**src/rtl/init_counter.sv**
```systemverilog
`timescale 1ns/1ps

module init_counter #(
    parameter int IDX_CNT = 64
) (
    input  logic                          clk,
    input  logic                          rst_n_i,
    input  logic                          en_i,
    output logic [$clog2(IDX_CNT/2)-1:0]  idx_o,
    output logic                          last_o
);

    localparam int LINES = IDX_CNT / 2;
    localparam int IDX_W = $clog2(LINES);

    always_ff @(posedge clk) begin
        if (!rst_n_i) begin
            idx_o <= '0;
        end else if (en_i) begin
            idx_o <= last_o ? '0 : idx_o + 1'b1;
        end
    end

    assign last_o = (idx_o == IDX_W'(LINES - 1));

endmodule

```
**config.mk**
```make
export PLATFORM = sky130hd
export DESIGN_NAME = init_counter
export DESIGN_NICKNAME = d
export VERILOG_FILES = /design/src/rtl/init_counter.sv
export SDC_FILE = /design/constraint.sdc
export NUM_CORES = 1
export LEC_CHECK = 0
export ABC_CLOCK_PERIOD_IN_PS = 4350
export CORE_AREA = 2 2 39 41
export CTS_BUF_LIST = sky130_fd_sc_hd__clkbuf_8
export CTS_CLUSTER_SIZE = 24
export DETAILED_ROUTE_END_ITERATION = 8
export DIE_AREA = 0 0 41 43
export DONT_BUFFER_PORTS = 1
export PLACE_DENSITY_LB_ADDON = 0.25
export SYNTH_ARGS = -nofsm -noshare
export SYNTH_HDL_FRONTEND = slang
export SYNTH_SLANG_ARGS = --single-unit
```
**constraint.sdc**
```tcl
create_clock -name clk -period 4.35 [get_ports clk]
set_input_delay 0.6525 -clock clk [delete_from_list [all_inputs] [get_ports clk]]
set_output_delay 0.6525 -clock clk [all_outputs]
set_load 0.02 [all_outputs]
```
# Yosys cells after proc, flatten, opt, wreduce, memory -nomap -nowiden

Index checks and enable logic that the tools add are counted.

$add $sub $neg: 1
Multipliers: 0
Divide/modulo/power cells: 0
$lt $le $gt $ge: 0
Equality and inequality tests: 1
Shift-type cells: 0
Multiplexer cells: 1
Bitwise operators: 0
Reduce and logical (&&, ||, !) cells: 0

Operators by type and width:

| cell                                         | count |
|---|---|
| adder 5 x 1 -> 5 bit (second input constant) | 1 |
| == test 5 bit (second input constant)        | 1 |
| two-way mux 5 bit                            | 1 |

Register bits after elaboration: 5
Latch bits: 0
Bits in writable memories: 0
ROM bits: 0
Input bits: 3
Output and inout bits: 6
Word-level logic and storage cells: 4
Memories kept: 0

# Logic depth before layout (Yosys ltp)

Gate-level depths: netlist of the first run.

Depth in word-level cells: 2
Depth in mapped cells: 6
Gate-level depth less buffers: 6

# Worst setup path before layout of the first run

Ideal clock, no wire load.

Path kind: register -> output
Start: register idx_o[0]
End: output port last_o
Arrival: 1.172 ns
Required time: 3.697 ns
Path slack: 2.526 ns
Stages on the path, launching flop included: 4
Path buffers: 0
Path through: dfxtp_1 ha_1 and3_1 ha_1

Cells in the longest elaborated chain, start to end: 1

Ends and longest elaborated chain:

| what                   | line | RTL |
|---|---|---|
| from (decl)            | 9    | `output logic [$clog2(IDX_CNT/2)-1:0] idx_o,` |
| from (signal assigned) | 20   | `idx_o <= last_o ? '0 : idx_o + 1'b1;` |
| == test 5 bit          | 24   | `assign last_o = (idx_o == IDX_W'(LINES - 1));` |
| to (decl)              | 10   | `output logic last_o` |

No other way between the ends.

# Worst setup path after layout of the first run

Same ends and word-level chain as after synthesis.

==> impl_metrics.ini, run 1 <==
[power_and_ir_drop]
ir_worst_vdd_v = 0.000122
p_leak_uw = 0.000128
total_power_uw = 141
powerDensity_nw_per_um2 = 455

[worst_setup_path]
cp-end-kind = output pin
critical_path.most_common_cell = ha_1
worstSetupPathType = reg2out
critPathTopFamily = adder cells
crit_cells = 3
worst_path_max_delay_cell = dfxtp_1
cp_slowest_stage_delay_ns = 0.53
timing.critical_path.to = last_o
r2r_cells = 5
worst_ep_required_time_ns = 3.70
setup.worst_path.start_class = register
crit_arrival_ns = 1.53
worstPathCellList = ha_1 -> and3_1 -> ha_1
rrSetupSlack_ns = 2.48
rr_startpoint = idx_o[0]
regToRegEndpoint = idx_o[3]
path_max_fanout = 6
startpoint = idx_o[0]
crit_buf_inv = 0

[final_layout]
drive_above_1_share_pct = 13.8
largest_registers = idx_o (5)
nNetsFinal = 35
final-seq-area_um2 = 100
largest_register = idx_o
largest_reg_flops = 5
diodes = 0
fin_area_um2 = 309
multi_input_area_um2 = 140
fill_cells = 151
synthToLayoutAreaGrowth_pct = 26.7

[logic_synthesis]
yosysWarnings = 0
ys_seq_area_share_pct = 41.0
yosysTopAreaCell = dfxtp_1
synth_cells = 25
syn_area_um2 = 244
synth_nets = 30
synth-seq-cells = 5
synth.distinct_cells = 14
yosysTopAreaCellShare_pct = 41.0
avgSynthCellArea_um2 = 9.76
synth.area.top_cells = dfxtp_1 (41%), ha_1 (10%), nor2b_1 (10%), mux2i_1 (8.2%), a21oi_1 (4.1%)

[grt]
antenna_found_initial = 0
grt_pass1_vias = 192
grt_use_total_pct = 7.64
grt_max_degree = 7
grt_pass1_wl_um = 821
grt-ovfl-total = 0

[sta]
tightest_slew_ns = 0.368
fin_skew_ns = 0.00255
maxSlewViolCount = 0
rsz0062_at_grt = false
hold_viol = 0
setup_violations = 0
clock.fmax_mhz = 459
min_period_ns = 2.18
fin_crit_sh_pct = 50.1
timing.setup.tns_ns = 0
holdWs_ns = 0.562
relSlewSlack_pct = 75.5

[floorplanning]
core_um2 = 1380
start_util_pct = 17.6
die_y_um = 43
row_count = 14
die_area_um2 = 1760
pin_count = 9
fp.dieW_um = 41

[placement]
port-buffer-count = 0
hpwl_um = 383
dpl-instance-area_um2 = 264
place_congestion = 0.660

[cts]
cts_setup_buffers = 0
tritoncts = done
clockBufferDepth = 2
clkTransAtPathRegs_ns = 0.04
clock_sinks = 5
cts_root_buffer = clkbuf_8
hold_buffers = 0
post_cts_resized = 0
cts_made_buffers = 3
htree_num_levels = 1
clk_latency_ns = 0.22

[worst_hold_path]
hp-class = in2reg

[drt]
drtIter0Drc = 2
drc_errors = 0
drt_wl_total_um = 507
firstDrtPassIters = 2
viasPerCell = 4.51
route.vias.total = 203
drtAntennaViolNets = 0
wl_per_cell_um = 11.3

[outcome]
outcome = complete, no violations

[job]
cap_violations = 0
-- final cells by class --
type / count / share of cell area [%]
clock buffer: 3 / 13.4
clock inverter: 1 / 1.21
inverter: 1 / 1.21
multi-input combinational: 19 / 45.3
sequential: 5 / 32.4
tap: 16 / 6.48
-- how the worst min path moves through the flow --
stage	startpoint	to	slack, ns	cells after the start
after CTS	rst_n_i	idx_o[4]	0.56	1
after floorplan	idx_o[3]	idx_o[3]	0.57	2
after detailed placement	idx_o[3]	idx_o[3]	0.61	2
after global routing	rst_n_i	idx_o[1]	0.56	1
after global placement	idx_o[3]	idx_o[3]	0.60	2
final	rst_n_i	idx_o[4]	0.56	1
-- synth_stat cells --
cell / n
a21boi_1: 1
a21oi_1: 2
a31oi_1: 1
and3_1: 1
dfxtp_1: 5
ha_1: 2
inv_2: 1
mux2i_1: 2
nand3_1: 1
nor2b_1: 4
nor3b_1: 1
nor4bb_1: 1
o21ai_0: 2
or4_1: 1
-- where the power goes --
| group | internal (uW) | total, uW | switching (uW) |
|---|---|---|---|
| registers | 47.6 | 51.7 | 4.07 |
| logic | 3.22 | 4.92 | 1.70 |
| clock network | 60.5 | 84.1 | 23.5 |
| total | 111 | 141 | 29.3 |
-- per-stage QoR --
stage                     util [%]  cells  setup slack, ns
after floorplan                  -     25             2.53
after global placement        19.1     41             2.41
after detailed placement      19.1     41             2.39
after CTS                     22.3     45             2.15
after global routing          22.3     45             2.06
final                         22.3     45             2.17
-- placed cells by master (no fill, tap or decap) --
cell | synthesis | layout
nor4bb_1 | 1 | 1
or4_1 | 1 | 1
and3_1 | 1 | 1
o21ai_0 | 2 | 2
mux2i_1 | 2 | 2
a31oi_1 | 1 | 1
nor2b_1 | 4 | 4
inv_2 | 1 | 1
inv_1 | 0 | 1
a21oi_1 | 2 | 2
nor3b_1 | 1 | 1
a21boi_1 | 1 | 1
dfxtp_1 | 5 | 5
ha_1 | 2 | 2
clkbuf_8 | 0 | 3
nand3_1 | 1 | 1
-- cells by family (layout without fill, tap and decap cells) --
| kind of cell | Yosys count | after routing | share of synthesized area, % |
|---|---|---|---|
| AO/OA/AOI/OAI | 6 | 6 | 13.8 |
| adder cells (fa/ha/maj) | 2 | 2 | 10.3 |
| buffers and inverters | 1 | 5 | 1.54 |
| flip-flops | 5 | 5 | 41.0 |
| multiplexers | 2 | 2 | 8.21 |
| AND/OR/NAND/NOR | 9 | 9 | 25.1 |
-- metal layers --
layer / global-route usage, % / part of all wire [%] / vias up
met5: 0 / 0 / -
met4: 10.0 / 2.0 / 0
met3: 5.24 / 15 / 2
met2: 9.38 / 44 / 8
met1: 6.77 / 39 / 90
li1: - / - / 103
Power figures use the tool's default switching activity.
==> run 2, diff against run 1 <==
ABC_CLOCK_PERIOD_IN_PS = 1800   (was 4350)
clock period = 1.8 ns   (was 4.35 ns; I/O delays follow)
==> impl_metrics.ini, run 2 (same netlist as run 1, synthesis figures left out) <==
[outcome]
outcome = complete, no violations

[worst_setup_path]
crit_arrival_ns = 1.35
setup.worst_path.start_class = register
worst_ep_required_time_ns = 1.53
worstPathCellList = ha_1 -> and3_1 -> ha_1 -> buf_4
path_max_fanout = 6
cp-end-kind = output pin
cp_slowest_stage_delay_ns = 0.30
worstSetupPathType = reg2out
crit_buf_inv = 1
critical_path.most_common_cell = ha_1
rrSetupSlack_ns = 0.20
worst_path_max_delay_cell = dfxtp_1
critPathTopFamily = adder cells

[grt]
grt_use_total_pct = 9.05
grt_pass1_vias = 215
antenna_found_initial = 0
grt_pass1_wl_um = 959
grt_max_degree = 7
grt-ovfl-total = 0

[drt]
drtIter0Drc = 2
wl_per_cell_um = 10.5
drtAntennaViolNets = 0
drt_wl_total_um = 516
firstDrtPassIters = 2
viasPerCell = 4.37
drc_errors = 0
route.vias.total = 214

[power_and_ir_drop]
clock_power_share_pct = 58.9
p_leak_uw = 0.000149
total_power_uw = 346
switching_share_pct = 20.9
seq_power_share_pct = 33.8
p_comb_share_pct = 7.3
ir_worst_vdd_v = 0.000279
internal_power_uw = 274
powerDensity_nw_per_um2 = 1020
power.switching_uw = 72.3

[final_layout]
synthToLayoutAreaGrowth_pct = 39.0
largest_registers = idx_o (5)
nNetsFinal = 39
layout_common_cells = dfxtp_1 (5), nor2b_1 (4), buf_4 (4)
finish.utilization_pct = 24.5
final_common_cell = dfxtp_1
drive_above_1_share_pct = 24.2
diodes = 0
largest_register = idx_o
largest_reg_flops = 5

[cts]
cts_made_buffers = 3
cts_setup_buffers = 0
post_cts_resized = 0
clockBufferDepth = 2
hold_buffers = 0
clk_latency_ns = 0.22
tritoncts = done
cts_root_buffer = clkbuf_8
clock_sinks = 5
htree_num_levels = 1
clkTransAtPathRegs_ns = 0.04

[sta]
hold_viol = 0
holdWs_ns = 0.176
tightest_slew_ns = 0.282
rsz0062_at_grt = false
relSlewSlack_pct = 81.2
clock.fmax_mhz = 618
min_period_ns = 1.62
fin_crit_sh_pct = 90.0
fin_skew_ns = 0.00357
setup_violations = 0
maxSlewViolCount = 0
timing.setup.tns_ns = 0

[placement]
port-buffer-count = 0
place_congestion = 0.677

[floorplanning]
row_count = 14
fp.dieW_um = 41
start_util_pct = 17.6
die_area_um2 = 1760
core_um2 = 1380
die_y_um = 43
pin_count = 9

[worst_hold_path]
hp-class = in2reg

[job]
cap_violations = 0
[run 2: stage by stage]
stage	cell area, um2	cells	worst slack, ns
after CTS	339	49	0.165
final	339	49	0.181
after global routing	339	49	0.0729
after detailed placement	294	45	0.188
after global placement	294	45	0.206
after floorplan	244	25	0.0383
[run 2: routing by layer]
| metal | track usage, % | share of wire (%) | vias to the layer above |
|---|---|---|---|
| met2 | 12.5 | 48 | 8 |
| met4 | 10.0 | 3.1 | 0 |
| li1 | - | - | 109 |
| met1 | 7.42 | 38 | 95 |
| met5 | 0 | 0 | - |
| met3 | 6.28 | 10 | 2 |
[run 2: final timing paths]
| check | startpoint | to | cells past startpoint |
|---|---|---|---|
| max | idx_o[0] | last_o | 4 |
| min | rst_n_i | idx_o[2] | 1 |
| max reg2reg | idx_o[0] | idx_o[3] | 5 |
| min reg2reg | idx_o[3] | idx_o[3] | 2 |
[run 2: final cells by class]
class | count | area [um2]
clock buffers | 3 | 41.3
clock inverters | 1 | 3.75
fillers | 153 | 1040
inverters | 1 | 3.75
multi-input cells | 19 | 140
flip-flops and latches | 5 | 100
well taps | 16 | 20.0
repair buffers | 4 | 30.0
[run 2: power by group through the flow]
stage	clock, uW	combinational [uW]	sequential, uW
final	204	25.2	117
after global placement	0	25.1	119
after global routing	215	28.6	117
after floorplan	0	10.8	125
after CTS	210	25.7	117
after detailed placement	0	25.5	119
