[src/rtl/split_pkg.sv]
package split_pkg;

    // operation codes, anything besides LD and ST behaves as NOOP
    typedef enum logic [2:0] {
        NOOP = 3'd0,
        LD   = 3'd1,
        ST   = 3'd2
    } op_t;

    localparam int ADDR_W     = 32;
    localparam int SIZE_W     = 2;  // bytes minus one
    localparam int LINE_OFF_W = 4;  // byte offset inside a 16 byte line
    localparam int RESULT_W   = 32;

    localparam int BYTE_W    = 8;
    localparam int MAX_BYTES = RESULT_W / BYTE_W;  // widest single access
    // width of a part byte count, holds 1..MAX_BYTES
    localparam int CNT_W     = $clog2(MAX_BYTES + 1);

endpackage
[src/rtl/load_merge.sv]
`timescale 1ns/1ps

module load_merge #(
    parameter int TAG_SIZE = 10
) (
    input  logic                            clk,
    input  logic                            rst_n_i,
    input  logic                            ld_acc_i,
    input  logic                            split_i,
    input  logic                            first_even_i,
    input  logic [split_pkg::CNT_W-1:0]     part0_bytes_i,
    input  logic [TAG_SIZE-1:0]             tag_i,
    input  logic [split_pkg::RESULT_W-1:0]  even_data_i,
    input  logic [split_pkg::RESULT_W-1:0]  odd_data_i,
    output logic                            resp_valid_o,
    output logic [split_pkg::RESULT_W-1:0]  resp_data_o,
    output logic [TAG_SIZE-1:0]             resp_tag_o
);

    logic                           pend_q;  // load waiting on bank data
    logic                           split_q;
    logic                           first_even_q;
    logic [split_pkg::CNT_W-1:0]    p0_bytes_q;
    logic [TAG_SIZE-1:0]            tag_q;
    logic [split_pkg::RESULT_W-1:0] part0;
    logic [split_pkg::RESULT_W-1:0] part1;
    logic [split_pkg::RESULT_W-1:0] merged;

    always_ff @(posedge clk) begin
        if (!rst_n_i) begin
            pend_q       <= 1'b0;
            resp_valid_o <= 1'b0;
        end else begin
            pend_q       <= ld_acc_i;
            resp_valid_o <= pend_q;
        end
    end

    always_ff @(posedge clk) begin
        if (ld_acc_i) begin
            split_q      <= split_i;
            first_even_q <= first_even_i;
            p0_bytes_q   <= part0_bytes_i;
            tag_q        <= tag_i;
        end
    end

    assign part0  = first_even_q ? even_data_i : odd_data_i;
    assign part1  = first_even_q ? odd_data_i : even_data_i;
    assign merged = split_q ? (part0 | (part1 << (p0_bytes_q * split_pkg::BYTE_W))) : part0;

    always_ff @(posedge clk) begin
        resp_data_o <= merged;
        resp_tag_o  <= tag_q;
    end

endmodule

[config.mk]
export PLATFORM = sky130hd
export DESIGN_NAME = load_merge
export DESIGN_NICKNAME = d
export VERILOG_FILES = /design/src/rtl/split_pkg.sv /design/src/rtl/load_merge.sv
export SDC_FILE = /design/constraint.sdc
export NUM_CORES = 1
export LEC_CHECK = 0
export BUFFER_PORTS_ARGS = -buffer_cell sky130_fd_sc_hd__buf_2
export CAP_MARGIN = 20
export CORE_ASPECT_RATIO = 1.5
export CORE_UTILIZATION = 46
export CTS_CLUSTER_SIZE = 30
export DETAILED_ROUTE_END_ITERATION = 16
export PLACE_DENSITY = 0.79
export SYNTH_ARGS = -nofsm -noshare
export SYNTH_HDL_FRONTEND = slang
export SYNTH_SLANG_ARGS = --single-unit
[constraint.sdc]
create_clock -name clk -period 1.7 [get_ports clk]
set_input_delay 0.17 -clock clk [delete_from_list [all_inputs] [get_ports clk]]
set_output_delay 0.17 -clock clk [all_outputs]
set_load 0.005 [all_outputs]
* Word level (Yosys, flattened, before mapping)
Cells that the tools add are included.
** Operators by class
- Shifts and indexed selects :: 1
- Mux-type cells :: 3
- Bitwise operators :: 1
** Operators with widths (count)
- 32-bit two-way mux :: 3
- 32-bit bitwise OR :: 1
- 32-bit by 6-bit << shifter with 32-bit output :: 1
** Word-level totals
- Register bits after elaboration :: 59
- Bits of input ports :: 82
- Output and inout bits :: 43
- Word-level logic and storage cells :: 13

* Depth between registers and ports, before layout
Gate-level depths: netlist (run 1).
- Depth in word-level cells :: 4
- Gate-level depth with buffers :: 7
- Gate-level depth less buffers :: 4

* Worst setup path after synthesis (run 1)
Ideal clock, no wire load.
- Path kind :: flip-flop to flip-flop
- From :: reg first_even_q
- To :: reg resp_data_o[10] in the netlist's numbering
- Library setup time :: 0.122 ns
- Arrival :: 1.345 ns
- Data required time :: 1.578 ns
- Slack :: 0.233 ns
- Stages on the path, launching flop included :: 5
- Buffers on the path :: 2
- Clock period less this slack :: 1.467 ns
- Cells stage by stage :: edfxtp_1 -> buf_6 -> buf_12 -> mux4_2 -> a221o_1
** On the way
- Word-level cells in the longest chain between the ends :: 4
- Elaborated cells on any way between the ends :: 5
- Those cells by class :: shift (1); mux (3); bitwise (1)
** Ends and longest elaborated chain
- start, declared :: RTL line load_merge.sv:22 : logic first_even_q;
- start signal, assigned :: RTL line load_merge.sv:42 : first_even_q <= first_even_i;
- 32-bit two-way mux :: RTL line load_merge.sv:49 : assign part1 = first_even_q ? odd_data_i : even_data_i;
- 32-bit by 6-bit << shifter with 32-bit output :: RTL line load_merge.sv:50 : assign merged = split_q ? (part0 | (part1 << (p0_bytes_q * split_pkg::BYTE_W))) : part0;
- 32-bit bitwise OR :: RTL line load_merge.sv:50
- 32-bit two-way mux (*) :: RTL line load_merge.sv:50
- net merged (one bit) :: RTL line load_merge.sv:27 : logic [split_pkg::RESULT_W-1:0] merged;
- end signal, assigned :: RTL line load_merge.sv:53 : resp_data_o <= merged;
- end, declared :: RTL line load_merge.sv:16 : output logic [split_pkg::RESULT_W-1:0] resp_data_o,
The timed path passes the listed nets; every way through them passes the cells marked *.
A chain may end at the register's enable or synchronous reset.

* Final worst setup path (run 1)
- From :: reg first_even_q
- To :: reg resp_data_o[26] in the netlist's numbering
Same word-level chain as after synthesis.

==> flow_summary.yaml, run 1 <==
run_status:
  status: "finished clean"
routing:
  wl_per_cell_um: 13.80
  vias: 2307
  wirelength_um: 6267
  viasPerCell: 5.081
  dr.pass1.iters: 4
  drt_iter0_markers: 136
  drc: 0
  ant_nets: 0
global_routing:
  track_usage_pct: 21.81
  grt_overflow: 0
  grt_pass1_wl_um: 9860
  grt_max_degree: 26
  grt_pass1_vias: 2157
  antenna_found_initial: 0
critical_path:
  end_kind: "flip-flop"
  worstPathMaxFanout: 25
  r2r_setup_slack_ns: 0.09
  critPathKind: "flip-flop to flip-flop"
  required_ns: 1.93
  start_kind: "flip-flop"
  arrival_ns: 1.84
power:
  p_leak_nw: 1.727
  ir_drop_uv: 960.0
  powerDensity_nw_per_um2: 1037
sta:
  fin_tns_setup_ns: 0
  hold_violations: 0
  fin_hold_ws_ns: 0.01750
  period_share_pct: 94.87
  slew_viol_final: 0
  tightest_slew_ns: 0.6231
  slew_headroom_pct: 58.30
  rsz0062_at_grt: "no"
  fin_skew_ns: 0.004942
  max_freq_mhz: 620.0
  period_minus_slack_ns: 1.613
  setup_viol: 0
layout:
  fillers: 399
  final_cell_mix: "buf_2, dfxtp_1, mux2i_1, nor2_1, a21oi_1"
  nets: 461
  multiInputGateArea_um2: 1197
  seqCellArea_um2: 1331
  syn_to_final_growth_pct: 40.94
  layout_commonest_cell: "buf_2"
  num_antenna_cells: 0
  final_layout_size_suffix_gt1_share_pct: 42.19
placement:
  hpwlAfterDp_um: 4672
  place_congestion: 0.8302
  io_buffers: 124
die:
  fp.dieH_um: 94.74
  die_w_um: 63.83
  rows: 33
  initial_core_util_pct: 48.03
  core_area_um2: 5492
  floorplan.die_area_um2: 6047
  io_pins: 125
yosys:
  synth_top_area_share_pct: 33.40
  yosysTopAreaCell: "dfxtp_1"
  synth_warnings: 0
  avgSynthCellArea_um2: 11.13
  yosysUniqueCellTypes: 24
  syn-instance-count: 237
  syn-num-nets: 319
  synth_area_um2: 2638
  synth_area_leaders: "dfxtp_1, edfxtp_1, mux2i_1, mux4_2, a21oi_1"
  yosysSeqAreaShare_pct: 50.47
  synth_seq_cells: 59
clocking:
  clk_path_buf_depth: 2
  root_buffer: "clkbuf_8"
  cts_buffers: 9
  post-cts-setup-buffer-count: 0
  clock_sinks: 59
  cts_tree: "built"
  clkLatencyLatePin_ns: 0.34
  cts_htree_levels: 3
  path_clk_slew_ns: 0.07
min_path:
  hp-class: "input port to flip-flop"
job:
  cap_violations: 0
[state kept, by name, summed over array words and instances, names as in the netlist]
name / cells
split_q: 1
p0_bytes_q: 3
resp_tag_o: 10
resp_data_o: 32
first_even_q: 1
resp_valid_o: 1
pend_q: 1
tag_q: 10
[area by class of cell]
class                           count  share of cell area [%]
Clock inverter                      7                   3.130
Inverter                            1                  0.1010
Multi-Input combinational cell    161                   32.21
Clock buffer                        9                   3.332
Timing Repair Buffer              147                   23.06
Sequential cell                    59                   35.81
Tap cell                           70                   2.356
[synth_stat cells]
cell       n
dfxtp_1   44
mux2i_1   40
nor2_1    31
a21oi_1   24
edfxtp_1  15
o21ai_0   13
nor2b_1    9
o22ai_1    9
a221o_1    8
mux4_2     8
nor3_1     7
buf_2      5
clkbuf_1   5
buf_4      3
nand2b_1   3
o21ai_1    3
and2_1     2
buf_6      2
buf_12     1
inv_1      1
mux2_2     1
o21ai_2    1
o21bai_2   1
or2_2      1
[power breakdown]
part	switching [mW]	internal (mW)
Clock	0.571	0.970
Sequential	0.0353	1.58
Combinational	0.333	0.365
[metrics by stage]
step / cell area [um^2] / cells / total power, mW / util (%) / setup slack (ns)
2_1_floorplan: 2638 / 237 / 2.019 / - / 0.2332
3_3_place_gp: 3329 / 424 / 2.299 / 60.63 / 0.1020
3_5_place_dp: 3329 / 424 / 2.314 / 60.63 / 0.08058
4_1_cts: 3700 / 453 / 3.883 / 67.37 / 0.07395
5_1_grt: 3717 / 454 / 4.030 / 67.69 / 0.01951
6_report: 3717 / 454 / 3.855 / 67.69 / 0.08716
[final timing paths]
kind | end | startpoint | cells after the start
max | resp_data_o[26] | first_even_q | 4
min | p0_bytes_q[1] | part0_bytes_i[1] | 1
max reg2reg | resp_data_o[26] | first_even_q | 4
min reg2reg | resp_tag_o[1] | tag_q[1] | 0
[critical path, cell delays in order (launching register included)]
cell and delay, ns:
edfxtp_1 0.38, buf_12 0.20, mux4_2 0.53, o21ai_0 0.27
a21oi_1 0.11
[layer usage]
metal  wire [um]  global-route usage [%]  vias to the layer above
li1            -                       -                     1160
met1        2370                   22.44                     1038
met2        3347                   38.30                       99
met3         419                   5.676                       10
met4         130                   14.96                        0
met5           0                       0                        -
[logic make-up (layout without fill, tap and decap cells)]
kind of cell	after synthesis	in the layout	share of synthesized area, %
buffers and inverters	17	164	4.269
muxes	49	49	22.44
DFF	59	59	50.47
and+or+nand+nor	53	53	9.298
AOI/OAI and AO/OA	59	59	13.52
[what timing repair did]
| item | 4_1_cts | 5_1_grt |
|---|---|---|
| setup endpoints to repair | 0 | 2 |
| resized for setup | 0 | 2 |
| endpoints found under the hold margin | 13 | 1 |
| hold buffers | 13 | 1 |
No activity file was read; power rests on OpenSTA's default activity.
==> run 2, diff against run 1 <==
- CELL_PAD_IN_SITES_DETAIL_PLACEMENT: not set -> 0
- CELL_PAD_IN_SITES_GLOBAL_PLACEMENT: not set -> 1
- CORE_UTILIZATION: 46 -> 34
- PLACE_DENSITY: 0.79 -> not set
- PLACE_DENSITY_LB_ADDON: not set -> 0.1
==> run 2 against run 1 <==
Maximum frequency down 1.1%; flip-flop and latch count unchanged; final cell count rose by 4.6%; critical endpoint is now resp_data_o[25]; worst hold slack improved by 0.0035 ns; sequential power barely moved.
==> flow_summary.yaml, run 2 (synthesized netlist as in run 1, its figures left out) <==
global_routing:
  track_usage_pct: 16.94
  grt_max_degree: 27
  grt_overflow: 0
  antenna_found_initial: 0
  grt_pass1_vias: 2104
  grt_pass1_wl_um: 9942
sta:
  rsz0062_at_grt: "no"
  fin_skew_ns: 0.003513
  period_minus_slack_ns: 1.631
  max_freq_mhz: 613.1
  fin_tns_setup_ns: 0
  hold_violations: 0
  slew_headroom_pct: 57.27
  setup_viol: 0
  slew_viol_final: 0
  period_share_pct: 95.94
  tightest_slew_ns: 0.6386
layout:
  final_layout_size_suffix_gt1_share_pct: 43.43
  syn_to_final_growth_pct: 41.65
  num_antenna_cells: 0
  multiInputGateArea_um2: 1201
  seqCellArea_um2: 1331
  largest_register: "resp_data_o"
  final_cells: 475
  final_cell_mix: "buf_2, dfxtp_1, mux2i_1, nor2_1, a21oi_1"
  layout_commonest_cell: "buf_2"
  nets: 450
  largestRegisters: "resp_data_o: 32 flops, resp_tag_o: 10 flops, tag_q: 10 flops"
  largest_reg_flops: 32
  fillers: 728
clocking:
  clkLatencyLatePin_ns: 0.32
  cts_tree: "built"
  clk_path_buf_depth: 2
  post-cts-setup-buffer-count: 0
  holdBufCountCts: 0
  cts_htree_levels: 3
  root_buffer: "clkbuf_16"
  cts_resized: 0
  path_clk_slew_ns: 0.05
  clock_sinks: 59
  cts_buffers: 9
routing:
  drt_iter0_markers: 78
  drc: 0
  wirelength_um: 6487
  wl_per_cell_um: 13.66
  vias: 2210
  dr.pass1.iters: 4
  viasPerCell: 4.653
  ant_nets: 0
die:
  initial_core_util_pct: 34.87
  fp.dieH_um: 109.9
  die_w_um: 73.92
  io_pins: 125
  rows: 39
  floorplan.die_area_um2: 8121
  core_area_um2: 7564
power:
  p_comb_share_pct: 16.1
  p_int_mw: 3.296
  p_leak_nw: 1.728
  seqPwrFrac_pct: 38.0
  ir_drop_uv: 767.1
  powerDensity_nw_per_um2: 1142
  sw_frac_of_total_pct: 22.74
  p_sw_mw: 0.9699
  power.share.clock_pct: 45.9
job:
  cap_violations: 0
critical_path:
  critPathKind: "flip-flop to flip-flop"
  end_kind: "flip-flop"
  required_ns: 1.91
  arrival_ns: 1.84
  worstPathMaxFanout: 26
  start_kind: "flip-flop"
placement:
  hpwlAfterDp_um: 5111
  dp.cells: 459
  place_congestion: 0.8199
  io_buffers: 124
run_status:
  status: "finished clean"
min_path:
  hp-class: "input port to flip-flop"
run 2: power by group through the flow:
stage	combinational, mW	sequential (mW)	clock [mW]
finish	0.685	1.62	1.96
global route	0.764	1.64	2.07
CTS	0.687	1.62	2.00
detailed placement	0.686	1.65	0
global placement	0.680	1.65	0
floorplan	0.356	1.66	0
run 2: worst max-delay path, cell delays in order (launching register included):
cell      delay (ns)
edfxtp_1        0.41
buf_12          0.22
mux4_2          0.53
o21ai_0         0.24
a21oi_1         0.10
run 2: worst paths after layout:
| kind | startpoint | to | slack [ns] | cells after the start |
|---|---|---|---|---|
| setup reg to reg | first_even_q | resp_data_o[25] | 0.07 | 4 |
| hold reg to reg | tag_q[3] | resp_tag_o[3] | 0.34 | 0 |
| hold / removal | part0_bytes_i[2] | p0_bytes_q[2] | 0.02 | 1 |
| setup / recovery | first_even_q | resp_data_o[25] | 0.07 | 4 |
run 2: routing by layer:
layer  vias to the layer above  track usage [%]  wire, um
met5                         -                0         0
met4                         0            12.64       182
met3                        15            5.866       526
met2                        92            25.84      3133
met1                       966            19.20      2644
li1                       1137                -         -
run 2: area by class of cell:
cell class	instances	area share, %
tap	102	3.416
inverter	1	0.1005
clock buffer	12	6.865
sequential	59	35.63
clock inverter	4	1.942
timing repair buffer	136	19.89
multi-input combinational	161	32.15
run 2: metrics by stage:
step	power, mW	setup WS, ns	utilization, %	area (um^2)	hold WS [ns]
2_1_floorplan	2.019	0.2332	-	2638	0.2689
3_3_place_gp	2.329	0.05198	44.85	3392	0.3261
3_5_place_dp	2.335	0.05821	44.85	3392	0.3291
4_1_cts	4.308	0.04292	49.20	3721	0.008604
5_1_grt	4.472	0.003618	49.40	3736	0.002386
6_report	4.266	0.06901	49.40	3736	0.02103
