===== config.mk =====
export PLATFORM = sky130hd
export DESIGN_NAME = access_splitter_flat
export DESIGN_NICKNAME = d
export VERILOG_FILES = /design/src/rtl/split_pkg.sv /design/src/rtl/bank_req_if.sv /design/src/rtl/access_splitter.sv /design/src/flat_wrapper.sv
export SDC_FILE = /design/constraint.sdc
export NUM_CORES = 1
export LEC_CHECK = 0
export BUFFER_PORTS_ARGS = -buffer_cell sky130_fd_sc_hd__buf_2
export CAP_MARGIN = 30
export CORE_AREA = 2 2 207 209
export DETAILED_ROUTE_END_ITERATION = 6
export DIE_AREA = 0 0 209 211
export GPL_ROUTABILITY_DRIVEN = 0
export PLACE_DENSITY = 0.44
export SLEW_MARGIN = 15
export SYNTH_ARGS = -nofsm -noshare
export SYNTH_HDL_FRONTEND = slang
export SYNTH_SLANG_ARGS = --single-unit
export TNS_END_PERCENT = 5

===== constraint.sdc =====
create_clock -name vclk -period 3.45
set_clock_uncertainty 0.15 [all_clocks]
set_input_delay 0.1725 -clock vclk [all_inputs]
set_output_delay 0.1725 -clock vclk [all_outputs]
set_load 0.005 [all_outputs]

===== src/rtl/split_pkg.sv =====
package split_pkg;

    // operation codes, anything besides LD and ST behaves as NOOP
    typedef enum logic [2:0] {
        NOOP = 3'd0,
        LD   = 3'd1,
        ST   = 3'd2
    } op_t;

    localparam int ADDR_W     = 32;
    localparam int SIZE_W     = 2;  // bytes minus one
    localparam int LINE_OFF_W = 4;  // byte offset inside a 16 byte line
    localparam int RESULT_W   = 32;

    localparam int BYTE_W    = 8;
    localparam int MAX_BYTES = RESULT_W / BYTE_W;  // widest single access
    // width of a part byte count, holds 1..MAX_BYTES
    localparam int CNT_W     = $clog2(MAX_BYTES + 1);

endpackage

===== src/rtl/bank_req_if.sv =====
`timescale 1ns/1ps

interface bank_req_if #(
    parameter int CL_SIZE  = 128,
    parameter int TAG_SIZE = 10
);

    logic [split_pkg::ADDR_W-1:0] addr;
    logic [CL_SIZE-1:0]           data;  // right aligned, low byte first
    logic [split_pkg::SIZE_W-1:0] size;
    split_pkg::op_t               op;    // NOOP = idle bank
    logic [TAG_SIZE-1:0]          tag;

    modport src (
        output addr, data, size, op, tag
    );

    modport bank (
        input addr, data, size, op, tag
    );

endinterface


===== src/rtl/access_splitter.sv =====
`timescale 1ns/1ps

module access_splitter #(
    parameter int CL_SIZE  = 128,
    parameter int TAG_SIZE = 10
) (
    input  logic                             req_valid_i,
    input  logic                             stall_i,
    input  logic                             busy_i,
    input  logic [split_pkg::ADDR_W-1:0]     addr_i,
    input  logic [CL_SIZE-1:0]               data_i,
    input  logic [split_pkg::SIZE_W-1:0]     size_i,
    input  split_pkg::op_t                   op_i,
    input  logic [TAG_SIZE-1:0]              tag_i,
    bank_req_if.src                          even_o,
    bank_req_if.src                          odd_o,
    output logic                             alloc_o,
    output logic                             split_o,
    output logic                             first_even_o,
    output logic [split_pkg::CNT_W-1:0]      part0_bytes_o
);

    localparam int OFF_W = split_pkg::LINE_OFF_W;

    logic                         acc;
    logic [OFF_W:0]               ovf;   // offset + size, carry means line cross
    logic                         need_p1;
    logic [split_pkg::SIZE_W-1:0] size_0;
    logic [split_pkg::SIZE_W-1:0] size_1;
    logic [split_pkg::ADDR_W-1:0] addr_1;
    logic [CL_SIZE-1:0]           data_1;
    split_pkg::op_t               op_0;
    split_pkg::op_t               op_1;

    assign acc = req_valid_i && !stall_i && !busy_i &&
                 (op_i == split_pkg::LD || op_i == split_pkg::ST);

    assign ovf     = {1'b0, addr_i[OFF_W-1:0]} + (OFF_W + 1)'(size_i);
    assign need_p1 = ovf[OFF_W];

    // part 1 gets whatever spilled past the line end
    assign size_1 = ovf[split_pkg::SIZE_W-1:0];
    assign size_0 = need_p1 ? split_pkg::SIZE_W'(size_i - size_1 - 1'b1) : size_i;

    assign part0_bytes_o = split_pkg::CNT_W'(size_0) + split_pkg::CNT_W'(1);

    assign addr_1 = {addr_i[split_pkg::ADDR_W-1:OFF_W] + 1'b1, {OFF_W{1'b0}}};
    assign data_1 = data_i >> (part0_bytes_o * split_pkg::BYTE_W);

    assign op_0 = acc ? op_i : split_pkg::NOOP;
    assign op_1 = (acc && need_p1) ? op_i : split_pkg::NOOP;

    assign first_even_o = !addr_i[OFF_W];  // bank of part 0
    assign alloc_o      = acc;
    assign split_o      = acc && need_p1;

    // route by bank bit of the request address
    always_comb begin
        if (first_even_o) begin
            even_o.addr = addr_i;
            even_o.data = data_i;
            even_o.size = size_0;
            even_o.op   = op_0;
            odd_o.addr  = addr_1;
            odd_o.data  = data_1;
            odd_o.size  = size_1;
            odd_o.op    = op_1;
        end else begin
            odd_o.addr  = addr_i;
            odd_o.data  = data_i;
            odd_o.size  = size_0;
            odd_o.op    = op_0;
            even_o.addr = addr_1;
            even_o.data = data_1;
            even_o.size = size_1;
            even_o.op   = op_1;
        end
    end

    assign even_o.tag = tag_i;
    assign odd_o.tag  = tag_i;

endmodule


===== src/flat_wrapper.sv =====
// flat-port wrapper written by rule: the top's interface ports become plain ports
module access_splitter_flat 
#(
    parameter int CL_SIZE  = 128,
    parameter int TAG_SIZE = 10
)
  (req_valid_i, stall_i, busy_i, addr_i, data_i, size_i, op_i, tag_i, alloc_o, split_o, first_even_o, part0_bytes_o, even_o_addr, even_o_data, even_o_size, even_o_op, even_o_tag, odd_o_addr, odd_o_data, odd_o_size, odd_o_op, odd_o_tag);
  bank_req_if #(.CL_SIZE(CL_SIZE), .TAG_SIZE(TAG_SIZE)) even_o_i ();
  bank_req_if #(.CL_SIZE(CL_SIZE), .TAG_SIZE(TAG_SIZE)) odd_o_i ();
  input  logic req_valid_i;
  input  logic stall_i;
  input  logic busy_i;
  input  logic [split_pkg::ADDR_W-1:0] addr_i;
  input  logic [CL_SIZE-1:0] data_i;
  input  logic [split_pkg::SIZE_W-1:0] size_i;
  input  split_pkg::op_t op_i;
  input  logic [TAG_SIZE-1:0] tag_i;
  output logic alloc_o;
  output logic split_o;
  output logic first_even_o;
  output logic [split_pkg::CNT_W-1:0] part0_bytes_o;
  output wire logic [$bits(even_o_i.addr)-1:0] even_o_addr;
  output wire logic [$bits(even_o_i.data)-1:0] even_o_data;
  output wire logic [$bits(even_o_i.size)-1:0] even_o_size;
  output wire logic [$bits(even_o_i.op)-1:0] even_o_op;
  output wire logic [$bits(even_o_i.tag)-1:0] even_o_tag;
  output wire logic [$bits(odd_o_i.addr)-1:0] odd_o_addr;
  output wire logic [$bits(odd_o_i.data)-1:0] odd_o_data;
  output wire logic [$bits(odd_o_i.size)-1:0] odd_o_size;
  output wire logic [$bits(odd_o_i.op)-1:0] odd_o_op;
  output wire logic [$bits(odd_o_i.tag)-1:0] odd_o_tag;
  assign even_o_addr = even_o_i.addr;
  assign even_o_data = even_o_i.data;
  assign even_o_size = even_o_i.size;
  assign even_o_op = even_o_i.op;
  assign even_o_tag = even_o_i.tag;
  assign odd_o_addr = odd_o_i.addr;
  assign odd_o_data = odd_o_i.data;
  assign odd_o_size = odd_o_i.size;
  assign odd_o_op = odd_o_i.op;
  assign odd_o_tag = odd_o_i.tag;
  access_splitter #(.CL_SIZE(CL_SIZE), .TAG_SIZE(TAG_SIZE)) u_core (.req_valid_i(req_valid_i), .stall_i(stall_i), .busy_i(busy_i), .addr_i(addr_i), .data_i(data_i), .size_i(size_i), .op_i(op_i), .tag_i(tag_i), .even_o(even_o_i), .odd_o(odd_o_i), .alloc_o(alloc_o), .split_o(split_o), .first_even_o(first_even_o), .part0_bytes_o(part0_bytes_o));
endmodule

# == Word level (Yosys, flattened, before mapping) ==
# Index checks and enable logic that the tools add are counted.
# totals
regBits,0
output_inout_bits,356
# classes
n_addsub,5
reduce_logical,8
n_mux,11
shift,1
n_eq_ne,2
# op_table
cell,count
128-bit two-way mux,2
128-bit by 6-bit right shift with 128-bit output,1
32-bit two-way mux,2
28-bit by 1-bit adder with 28-bit output (second input constant),1
3-bit two-way mux,4
2-bit two-way mux,3
4-bit by 2-bit adder with 5-bit output,1
1-bit logical AND,4
2-bit by 1-bit adder with 3-bit output (second input constant),1
3-bit by 1-bit equality test with 1-bit output (second input constant),1
3-bit by 2-bit equality test with 1-bit output (second input constant),1
1-bit logical NOT,3
2-bit by 1-bit subtractor with 2-bit output (second input constant),1
2-bit subtractor,1
1-bit logical OR,1

# == Longest topological paths before layout ==
# depth
word_depth,7
mapped_depth,10
depth_no_buf,9

# == Worst setup path after synthesis ==
# Ideal clock, no wire load.
# synth_path
kind,input port to output port
from,input port addr_i[0] (netlist name)
to,output port even_o_data[113]
t_required_ns,3.127
path_slack_ns,0.750
stages,10
t_arrival_ns,2.377
path_cell_list,ha_1 -> fa_1 -> xor2_1 -> nor2_2 -> xnor2_2 -> buf_2 -> buf_4 -> buf_2 -> nand3_1 -> o21ai_0
# synth_between
elab_chain_len,7
# synth_lines
item,line,text
from (decl),flat_wrapper.sv:13,input logic [split_pkg::ADDR_W-1:0] addr_i;
4-bit by 2-bit adder with 5-bit output *,access_splitter.sv:38,"assign ovf = {1'b0, addr_i[OFF_W-1:0]} + (OFF_W + 1)'(size_i);"
2-bit subtractor,access_splitter.sv:43,assign size_0 = need_p1 ? split_pkg::SIZE_W'(size_i - size_1 - 1'b1) : size_i;
2-bit by 1-bit subtractor with 2-bit output,access_splitter.sv:43,
2-bit two-way mux *,access_splitter.sv:43,
2-bit by 1-bit adder with 3-bit output *,access_splitter.sv:45,assign part0_bytes_o = split_pkg::CNT_W'(size_0) + split_pkg::CNT_W'(1);
128-bit by 6-bit right shift with 128-bit output *,access_splitter.sv:48,assign data_1 = data_i >> (part0_bytes_o * split_pkg::BYTE_W);
128-bit two-way mux *,access_splitter.sv:59,if (first_even_o) begin
to (decl),flat_wrapper.sv:23,output wire logic [$bits(even_o_i.data)-1:0] even_o_data;
# Mark *: on every way between the ends. The rest lies on a longest branch, timed or not.

# == Worst setup path after layout ==
# layout_path
from,input port addr_i[0] (netlist name)
to,output port odd_o_data[75]
# layout_between
elab_chain_len,7
# layout_lines
item,line,text
4-bit by 2-bit adder with 5-bit output *,access_splitter.sv:38,
2-bit subtractor,access_splitter.sv:43,
2-bit by 1-bit subtractor with 2-bit output,access_splitter.sv:43,
2-bit two-way mux *,access_splitter.sv:43,
2-bit by 1-bit adder with 3-bit output *,access_splitter.sv:45,
128-bit by 6-bit right shift with 128-bit output *,access_splitter.sv:48,
128-bit two-way mux *,access_splitter.sv:59,
to (decl),flat_wrapper.sv:28,output wire logic [$bits(odd_o_i.data)-1:0] odd_o_data;
# Marked as above.

==> out/qor.csv <==
metric;value;unit
Post-Layout Cell Count;1880;
crit share post-route;97.4;%
Initial DRT Pass Iterations;7;
Hold EP;even_o_tag[9];
Leak;4.92;nW
compound-gate portion of the synthesized area;34.1;%
peak supply drop;0.0000677;V
Row Count;75;
pin count of the biggest net entering global routing;84;
Rel. slew slack;37.9;%
Crit. End Element;output port;
Area Growth Syn to Fin;55.9;%
vias in the first global route;8772;
mux contribution to synthesized area;24.4;%
Yosys top cell by area;mux2i_1;
DRC violations left;78;
Worst Max-Slew Pin Slew;928;ps
global-route wire length before repair;61600;µm
Synth Area per Inst;6.75;µm²
DR WL/cell;23.6;µm
Die Wd;209;µm
GR Util All Layers;18.4;%
synth unique cells;36;
initial antenna violation count;2;
CP max stage cell;fa_1;
min-delay worst type;primary input to output port;
top cell type's share of synthesized area;21.2;%
post-synthesis adder-cell area fraction;0.953;%
post-synthesis sequential area ratio;0;%
fraction of layout cells with a size suffix above 1;45.3;%
DRT Wirelength;44300;µm
largest family of logic cells by synthesized area;compound AO/OA/AOI/OAI gates;
Max Slew Vio Count;0;
clock buffer count in the final layout;0;
CP Launch Type;primary input;
Post-Synth Simple-Gate Area;17.6;%
dpl hpwl;35500;µm
fillcell total;4776;
Remaining Overflow, GRT;0;
Die Ht;211;µm
placed cells;1878;
DR vias/cell;5.17;
Crit path depth;11;
FF+latch count;0;
most common cell after layout, fill and taps aside;buf_2;
buffers added on ports;500;
Crit path arrival time;3040;ps
core area;0.0418;mm²
hold_sp;tag_i[9];
drt initial violations;1448;
Initial Util;14.5;%
largest cells by area after synthesis;mux2i_1, a222oi_1, o221ai_1;
CP Cell Sequence;buf_2, ha_1, fa_1, xor2_1, nor2_4, xnor2_4, buf_12, buf_12, mux2i_1, a222oi_1, buf_2;
Post-Syn Area;0.00604;mm²
Max Cap Violations;0;
detailed-route via count;9711;
Bufs and invs on worst path;4;
f_max;297;MHz
PD cells;191;mW/mm²
Setup violations, final;0;
Die Footprint;0.0441;mm²
most frequent cells in the layout;buf_2, nand2_1, mux2i_1, a222oi_1, inv_1;
Fin. Hold Viols;0;
WHS Path Cells;0;
Tmin final;3360;ps
Ys Warns;0;
Hold Slack;195;ps
Mapped Cells;895;
Setup CP Type;primary input to output port;
CP Max Fanout;32;
CP required;3130;ps
status;finished, violations left;
ANT nets after route;0;
RSZ-0062 raised after global routing;true;
IO Pins;534;
failing checks;DRC;
critical path's largest stage delay;570;ps
Top Family by Delay on Critical Path;adder cells;
post-synthesis xor/xnor area fraction;6.48;%
Register Area;0;µm²
final net count;1523;
# hold bufs at CTS;0;
==> worst max path at each step <==
stage | startpoint | end
6_report | addr_i[0] | odd_o_data[75]
3_3_place_gp | addr_i[0] | even_o_data[74]
2_1_floorplan | addr_i[0] | even_o_data[113]
3_5_place_dp | addr_i[0] | even_o_data[74]
5_1_grt | addr_i[0] | even_o_data[67]
4_1_cts | addr_i[0] | odd_o_data[37]
==> cells in the mapped netlist, drive strengths merged <==
| cell | instances |
|---|---|
| a21oi | 4 |
| a222oi | 104 |
| a31oi | 1 |
| and2 | 13 |
| and3 | 10 |
| and4 | 5 |
| buf | 47 |
| clkbuf | 83 |
| conb | 2 |
| fa | 1 |
| ha | 3 |
| inv | 101 |
| mux2 | 17 |
| mux2i | 128 |
| nand2 | 151 |
| nand3 | 22 |
| nand4 | 4 |
| nor2 | 15 |
| nor2b | 14 |
| nor3 | 1 |
| nor3b | 1 |
| nor4b | 1 |
| o21a | 1 |
| o21ai | 18 |
| o221ai | 88 |
| o31ai | 16 |
| or2 | 1 |
| xnor2 | 32 |
| xor2 | 11 |
==> power breakdown <==
part,switching (W),internal [W]
sequential,0,0
clock,0,0.0000000000778
combinational,0.00104,0.000758
==> metal layers <==
layer	part of all wire, %	GRT usage [%]	vias up	routed length, µm
li1	-	-	4299	-
met1	43	26.0	4668	19300
met5	0	0	-	0
met2	45	29.3	659	20100
met4	3.1	5.27	0	1350
met3	8.2	2.16	85	3630
==> kinds of logic (layout without fill, tap and decap cells) <==
group                    count (synthesis)  count (layout)
adder cells (fa/ha/maj)                  4               4
buffers and inverters                  231             673
other                                    2               6
multiplexers                           145             145
AO/OA/AOI/OAI                          232             232
AND/OR/NAND/NOR                        238             238
XOR/XNOR                                43              43
==> area by class of cell <==
cell class / instances / area, µm² / area share, %
timing repair buffer: 572 / 3210 / 34.1
inverter: 101 / 384 / 4.08
tap: 539 / 674 / 7.16
antenna: 2 / 5.00 / 0.0531
multi-input combinational: 666 / 5140 / 54.6
==> stage by stage <==
step / worst slack, ps / power, W / TNS (ps) / utilization (%) / area (µm²)
2_1_floorplan: 750 / 0.000828 / 0 / - / 6050
3_3_place_gp: 17.0 / 0.00177 / 0 / 22.4 / 9370
3_5_place_dp: -16.7 / 0.00177 / -16.7 / 22.4 / 9370
4_1_cts: 14.9 / 0.00178 / 0 / 22.5 / 9380
5_1_grt: -5.08 / 0.00192 / -15.9 / 22.5 / 9420
6_report: 88.2 / 0.00180 / 0 / 22.5 / 9420
==> repair_timing <==
action                                  4_1_cts  5_1_grt
resized for setup                             2        7
setup buffers                                 0        0
endpoints found under the setup margin        2       30
(Power assumes the default switching activity.)
